`config.mk`:
```
export PLATFORM = sky130hd
export DESIGN_NAME = line_streamer
export DESIGN_NICKNAME = d
export VERILOG_FILES = /design/src/verilog/mem_pkg.sv /design/src/verilog/stream_pkg.sv /design/src/verilog/line_fetcher.sv /design/src/verilog/word_unpacker.sv /design/src/verilog/stream_limiter.sv /design/src/verilog/line_streamer.sv
export SDC_FILE = /design/constraint.sdc
export NUM_CORES = 1
export LEC_CHECK = 0
export ABC_AREA = 1
export BUFFER_PORTS_ARGS = -buffer_cell sky130_fd_sc_hd__buf_4
export CAP_MARGIN = 25
export CORE_UTILIZATION = 45
export CTS_CLUSTER_DIAMETER = 120
export DETAILED_ROUTE_END_ITERATION = 16
export PLACE_DENSITY_LB_ADDON = 0.12
export SLEW_MARGIN = 20
export SYNTH_ARGS = -nofsm -noshare
export SYNTH_HDL_FRONTEND = slang
export SYNTH_SLANG_ARGS = --single-unit
export TNS_END_PERCENT = 10
```
`constraint.sdc`:
```
create_clock -name clk -period 37.2 [get_ports clk]
set_input_delay 1.86 -clock clk [delete_from_list [all_inputs] [get_ports clk]]
set_output_delay 1.86 -clock clk [all_outputs]
set_load 0.01 [all_outputs]
```
`src/verilog/mem_pkg.sv`:
```
package mem_pkg;

  // one memory line holds a whole burst of output words.
  localparam int line_width = 512;

  // lines are addressed, not bytes.
  localparam int addr_width = 16;

  typedef logic [line_width-1:0] line_t;

  typedef logic [addr_width-1:0] line_addr_t;

  // the request bit is a one-cycle strobe.
  // addr stays put until the next request.
  typedef struct packed {
    logic       request;
    line_addr_t addr;
  } read_req_t;

endpackage

```
`src/verilog/stream_pkg.sv`:
```
package stream_pkg;

  import mem_pkg::*;

  localparam int word_width = 16;

  // words are taken from a line lowest word first.
  localparam int words_per_line = line_width / word_width;

  localparam int count_width = 16;

  // bits that pick a word inside a line.
  localparam int word_index_width = $clog2(words_per_line);

  // enough bits for a full count rounded up to whole lines.
  localparam int line_count_width = count_width + 1 - word_index_width;

  typedef logic [word_width-1:0] word_t;

  typedef struct packed {
    logic [mem_pkg::addr_width-1:0] base;
    logic [count_width-1:0]         count;
  } job_t;

endpackage

```
`src/verilog/line_fetcher.sv`:
```
`timescale 1ns/1ps

module line_fetcher (
  input  logic                clk,
  input  logic                rst,
  input  logic                job_start,
  input  stream_pkg::job_t    job,
  input  logic                job_done,
  input  logic                available_read,
  output mem_pkg::read_req_t  rd_req,
  input  logic                data_valid,
  input  mem_pkg::line_t      read_data,
  input  logic                buffer_read,
  output logic                has_buffer,
  output mem_pkg::line_t      buffer
);

  import mem_pkg::*;
  import stream_pkg::*;

  typedef enum logic [1:0] {
    st_idle,
    st_wait,
    st_full
  } state_t;

  state_t                      state;
  logic [line_count_width-1:0] lines_left;
  logic [addr_width-1:0]       next_addr;
  logic [count_width:0]        padded_count;

  // round the word count up to whole lines.
  assign padded_count = {1'b0, job.count} + (count_width + 1)'(words_per_line - 1);

  always_ff @(posedge clk) begin
    if (rst) begin
      state          <= st_idle;
      lines_left     <= '0;
      rd_req.request <= 1'b0;
      has_buffer     <= 1'b0;
    end else begin
      rd_req.request <= 1'b0;
      case (state)
        st_idle: begin
          if (available_read && lines_left != '0) begin
            rd_req.request <= 1'b1;
            rd_req.addr    <= next_addr;
            next_addr      <= next_addr + 1'b1;
            lines_left     <= lines_left - 1'b1;
            state          <= st_wait;
          end
        end
        st_wait: begin
          // only one read is ever outstanding.
          if (data_valid) begin
            buffer     <= read_data;
            has_buffer <= 1'b1;
            state      <= st_full;
          end
        end
        st_full: begin
          if (buffer_read || job_done) begin
            has_buffer <= 1'b0;
            state      <= st_idle;
          end
        end
        default: state <= st_idle;
      endcase

      if (job_done) begin
        lines_left <= '0;
      end

      // a new job can arrive in the same cycle that the old one ends.
      if (job_start) begin
        lines_left <= padded_count[count_width:word_index_width];
        next_addr  <= job.base;
      end
    end
  end

endmodule

```
`src/verilog/word_unpacker.sv`:
```
`timescale 1ns/1ps

module word_unpacker (
  input  logic              clk,
  input  logic              rst,
  input  logic              has_buffer,
  input  mem_pkg::line_t    buffer,
  output logic              buffer_read,
  input  logic              pop_ok,
  input  logic              job_done,
  output logic              words_ready,
  output stream_pkg::word_t data_out
);

  import mem_pkg::*;
  import stream_pkg::*;

  line_t                     data;
  logic [words_per_line-1:0] position;
  logic                      last_word;
  logic                      buffer_fresh;

  assign data_out  = data[word_width-1:0];
  assign last_word = position[words_per_line-1];

  // the fetcher drops has_buffer one cycle after buffer_read.
  assign buffer_fresh = has_buffer & ~buffer_read;

  always_ff @(posedge clk) begin
    if (rst) begin
      words_ready <= 1'b0;
      position    <= '0;
      buffer_read <= 1'b0;
    end else begin
      buffer_read <= 1'b0;
      if (!words_ready) begin
        if (buffer_fresh) begin
          data        <= buffer;
          position    <= words_per_line'(1);
          buffer_read <= 1'b1;
          words_ready <= 1'b1;
        end
      end else if (pop_ok) begin
        if (!last_word) begin
          data     <= data >> word_width;
          position <= position << 1;
        end else if (buffer_fresh) begin
          // go straight on to the next line without a gap.
          data        <= buffer;
          position    <= words_per_line'(1);
          buffer_read <= 1'b1;
        end else begin
          data        <= data >> word_width;
          position    <= '0;
          words_ready <= 1'b0;
        end
      end

      // the unused tail of the last line is thrown away here.
      if (job_done) begin
        data        <= '0;
        position    <= '0;
        words_ready <= 1'b0;
      end
    end
  end

endmodule

```
`src/verilog/stream_limiter.sv`:
```
`timescale 1ns/1ps

module stream_limiter (
  input  logic             clk,
  input  logic             rst,
  input  logic             start,
  input  stream_pkg::job_t job,
  output logic             job_start,
  input  logic             words_ready,
  input  logic             pop,
  output logic             pop_ok,
  output logic             available_pop,
  output logic             busy,
  output logic             done,
  output logic             job_done
);

  import stream_pkg::*;

  logic [count_width-1:0] remaining;
  logic                   last_pop;

  // starts while busy and empty jobs are ignored.
  assign job_start = start & ~busy & (job.count != '0);

  assign available_pop = words_ready & (remaining != '0);
  assign pop_ok        = pop & available_pop;
  assign last_pop      = pop_ok & (remaining == count_width'(1));

  // the fetcher and unpacker see the same end of job as the outside.
  assign job_done = done;

  always_ff @(posedge clk) begin
    if (rst) begin
      remaining <= '0;
      busy      <= 1'b0;
      done      <= 1'b0;
    end else begin
      done <= 1'b0;
      if (job_start) begin
        remaining <= job.count;
        busy      <= 1'b1;
      end else if (pop_ok) begin
        remaining <= remaining - 1'b1;
        if (last_pop) begin
          busy <= 1'b0;
          done <= 1'b1;
        end
      end
    end
  end

endmodule

```
`src/verilog/line_streamer.sv`:
```
`timescale 1ns/1ps

module line_streamer (
  input  logic               clk,
  input  logic               rst,
  input  logic               start,
  input  stream_pkg::job_t   job,
  output logic               busy,
  output logic               done,
  input  logic               available_read,
  output mem_pkg::read_req_t rd_req,
  input  logic               data_valid,
  input  mem_pkg::line_t     read_data,
  output logic               available_pop,
  input  logic               pop,
  output stream_pkg::word_t  data_out
);

  import mem_pkg::*;

  logic  job_start;
  logic  job_done;
  logic  has_buffer;
  line_t buffer;
  logic  buffer_read;
  logic  words_ready;
  logic  pop_ok;

  line_fetcher u_fetcher (
    .clk            (clk),
    .rst            (rst),
    .job_start      (job_start),
    .job            (job),
    .job_done       (job_done),
    .available_read (available_read),
    .rd_req         (rd_req),
    .data_valid     (data_valid),
    .read_data      (read_data),
    .buffer_read    (buffer_read),
    .has_buffer     (has_buffer),
    .buffer         (buffer)
  );

  word_unpacker u_unpacker (
    .clk         (clk),
    .rst         (rst),
    .has_buffer  (has_buffer),
    .buffer      (buffer),
    .buffer_read (buffer_read),
    .pop_ok      (pop_ok),
    .job_done    (job_done),
    .words_ready (words_ready),
    .data_out    (data_out)
  );

  stream_limiter u_limiter (
    .clk           (clk),
    .rst           (rst),
    .start         (start),
    .job           (job),
    .job_start     (job_start),
    .words_ready   (words_ready),
    .pop           (pop),
    .pop_ok        (pop_ok),
    .available_pop (available_pop),
    .busy          (busy),
    .done          (done),
    .job_done      (job_done)
  );

endmodule

```
==> metrics.md <==
| Metric | Value |
|---|---|
| Nets | 4,543 |
| Crit path cell chain | buf_4 -> nand3_4 -> nand2_4 -> inv_4 -> a21oi_4 -> buf_4 -> buf_4 -> buf_4 -> buf_4 |
| Final wirelength | 104,000 um |
| Dpl hpwl | 65,400 um |
| Hold-fix buffers, CTS | 0 |
| Area grow syn2layout | 21.3% |
| RSZ-0062 raised after global routing | false |
| Final setup viols | 0 |
| Global-route wire length before repair | 156,000 um |
| # DRC | 0 |
| Peak VDD IR | 0.0000383 V |
| Core area | 95,000 um2 |
| Vias in the first global route | 26,000 |
| CTS sink cnt | 1,124 |
| Syn nets | 4,018 |
| Worst R2R Path Depth | 13 |
| Comb power frac | 0.120 |
| Multi-input gate area | 8840 um2 |
| Asr flop ratio synth | 0 |
| Most frequent cells in the layout | 1,131 x nor2_1, 1,056 x edfxtp_1, 608 x buf_4 |
| Routed len/inst | 19.5 um |
| Worst r2r src | u_limiter.remaining[0] |
| Reg2Reg Setup Slack | 32.18 ns |
| Area contributors post-synth | edfxtp_1 74%, nor2_1 9.9%, o21ai_0 6.3% |
| Chip Width | 312 um |
| Worst path top cell family by delay | buffers and inverters |
| Critical R2R Capture | u_unpacker.data[239] |
| Largest fanout on the critical path | 68 |
| Worst EP required | 37.51 ns |
| CP bufs+invs | 6 |
| # rows | 113 |
| Net Sw Power | 0.747 mW |
| Part of the power in registers | 0.502 |
| Via count | 27,100 |
| WP data arrival | 5.64 ns |
| GRT overflow | 0 |
| Max incr delay on CP | 0.79 ns |
| Largest net degree at the start of global routing | 229 |
| Antenna violations before repair | 14 |
| Root buf cell | clkbuf_16 |
| RePlAce Congestion | 0.836 |
| Buffers on Ports | 585 |
| HP Start | u_unpacker.position[12] |
| Top Ports | 586 |
| Hold crit path type | register to register |
| CTS tree | built |
| Post-CTS sizing | 0 |
| Post-synth EDFFs | 1,056 |
| Total count of max-transition violations in the final report | 0 |
| Yosys warnings | 0 |
| Leading cell type in the layout, fill and taps excluded | nor2_1 |
| Type of origin of the critical path | input pin |
| Mapped cell area | 43,100 um2 |
| Fin crit share | 0.143 |
| Final Hold Viols | 0 |
| Cell Pwr Density | 57.7 nW/um2 |
| Sw frac | 0.247 |
| Max_cap viols | 0 |
| CP endpoint kind | register |
| Placed Cells incl. Taps | 5,134 |
| Leakage | 19.1 nW |
| Worst rel slew slack | 0.304 |
| Post-CTS setup buffers | 0 |
| Clk pin slew, worst setup/hold paths | 0.06 ns |
| Syn Inst Count | 3,463 |
| F_max | 188 MHz |
| Max Buffers Root-to-Sink | 3 |
| Proportion of layout cells with a drive suffix above 1 | 0.196 |
| Final std cells w/o fill | 5,354 |
| Clock power share | 0.378 |
| Die ar. | 97,100 um2 |
| Flops & latches, synth | 1,124 |
| Status | complete, no violations |
| Worst hold stages | 2 |
| H-tree Lvls | 3 |
| Seq. cell area | 33,100 um2 |
| Clock Skew | 0.0332 ns |
| Worst Max-Slew Pin Slew | 1.04 ns |
| Sequential share of the synthesized area | 0.767 |
| Top cell by count, worst path | buf_4 |
| Sum Neg Setup Slack | 0 ns |
| Top FF cell, synth | edfxtp_1 |
| # fillers | 8,078 |
| Routed Antenna Nets | 0 |
| CP max stage cell | buf_4 |
| Avg Inst Size Synth | 12.5 um2 |
| TritonRoute pass-1 iters | 7 |
| DR vias/cell | 5.06 |
| Synth top area share | 0.735 |
| CTS Buf Count | 115 |
| Hold EP | u_unpacker.position[12] |
| Worst skew pair latency | 0.70 ns |
| Yosys top cell by area | edfxtp_1 |
| Total GRT Usage | 0.211 |
| Internal | 2.27 mW |
| Die Height | 312 um |
| Initial DRC Count | 2,606 |
| Starting density of the core | 0.454 |
| Netlist cell types | 34 |
| Post-layout minimum cycle time | 5.33 ns |
| Critical path class | input pin to register |
==> layer usage <==
| metal | wire length, um | vias up | track usage | share of wire |
|---|---|---|---|---|
| met5 | 123 | - | 0 | 0.0012 |
| met4 | 2240 | 20 | 0.0553 | 0.021 |
| met3 | 7140 | 164 | 0.0477 | 0.069 |
| met2 | 50500 | 796 | 0.342 | 0.48 |
| met1 | 44100 | 13000 | 0.287 | 0.42 |
| li1 | - | 13100 | - | - |
==> flip-flops by register name (all words and copies together) (netlist names) <==
register / cells
u_fetcher.rd_req: 17
u_unpacker.words_ready: 1
u_fetcher.has_buffer: 1
u_fetcher.state: 2
u_unpacker.data: 512
u_unpacker.buffer_read: 1
u_fetcher.buffer: 512
u_unpacker.position: 32
u_limiter.busy: 1
u_fetcher.next_addr: 16
u_limiter.done: 1
u_fetcher.lines_left: 12
u_limiter.remaining: 16
==> how the worst max path moves through the flow <==
stage,endpoint,startpoint,cells after the start,slack (ns)
floorplan,u_unpacker.data[0],pop,5,8.83
CTS,u_unpacker.data[229],pop,9,31.25
detailed placement,u_unpacker.data[260],pop,9,30.50
global route,u_unpacker.data[244],pop,9,31.61
global placement,u_unpacker.data[260],pop,9,30.55
finish,u_unpacker.data[239],pop,9,31.87
==> stage by stage <==
stage | instance area, um2 | power, mW | worst slack [ns] | hold WS (ns) | utilization
after CTS | 52200 | 3.05 | 31.25 | 0.471 | 0.550
after detailed placement | 48500 | 1.91 | 30.50 | 0.461 | 0.511
after global placement | 48500 | 1.90 | 30.55 | 0.454 | 0.510
after global routing | 52300 | 3.14 | 31.61 | 0.495 | 0.550
after floorplan | 43100 | 1.83 | 8.83 | 0.439 | -
final | 52300 | 3.02 | 31.87 | 0.465 | 0.550
==> cell usage after synthesis (4+ instances only) <==
master and n:
a21oi_1 54, buf_1 10, buf_2 24, buf_4 24
clkbuf_1 148, dfxtp_1 68, edfxtp_1 1056, ha_1 5
inv_1 83, nand2_1 183, nand3_1 44, nand4_1 14
nor2_1 1132, nor2_2 4, nor3_1 11, o21ai_0 543
o21ai_1 11, xnor2_1 7, xor2_1 17
==> worst register-to-register path: stages, from the launching register on <==
cell and delay [ns]:
dfxtp_1 0.36, inv_1 0.09, ha_1 0.27, nand2_4 0.13, nor2_8 0.06, nand2_4 0.08, nand3_4 0.13, nand2_4 0.31
inv_4 0.22, a21oi_4 0.15, buf_4 0.76, buf_4 0.80, buf_4 0.46, buf_4 0.76
==> cells by family (layout without fill, tap and decap cells) <==
logic type | after synthesis | count (layout) | share of synthesized area
AOI/OAI and AO/OA | 612 | 612 | 0.0712
xor gates and xnor gates | 24 | 24 | 0.00487
adders and majority gates | 5 | 5 | 0.00145
buffers and inverters | 296 | 919 | 0.0290
DFF | 1124 | 1124 | 0.767
other | 0 | 3 | 0
and+or+nand+nor | 1402 | 1402 | 0.127
==> power groups by stage <==
stage	logic [mW]	registers, mW	clock network (mW)
floorplan	0.228	1.60	0
global placement	0.361	1.54	0
detailed placement	0.366	1.54	0
CTS	0.367	1.52	1.17
global route	0.410	1.52	1.21
finish	0.361	1.52	1.14
==> cell type report <==
type,instances,area share
clock buffer,151,0.0590
clock inverter,64,0.0119
tap,1265,0.0303
sequential,1124,0.632
antenna,3,0.000144
multi-input combinational,2043,0.169
inverter,88,0.00665
timing repair buffer,616,0.0908
Note: power is estimated with default switching activity, not from simulation.
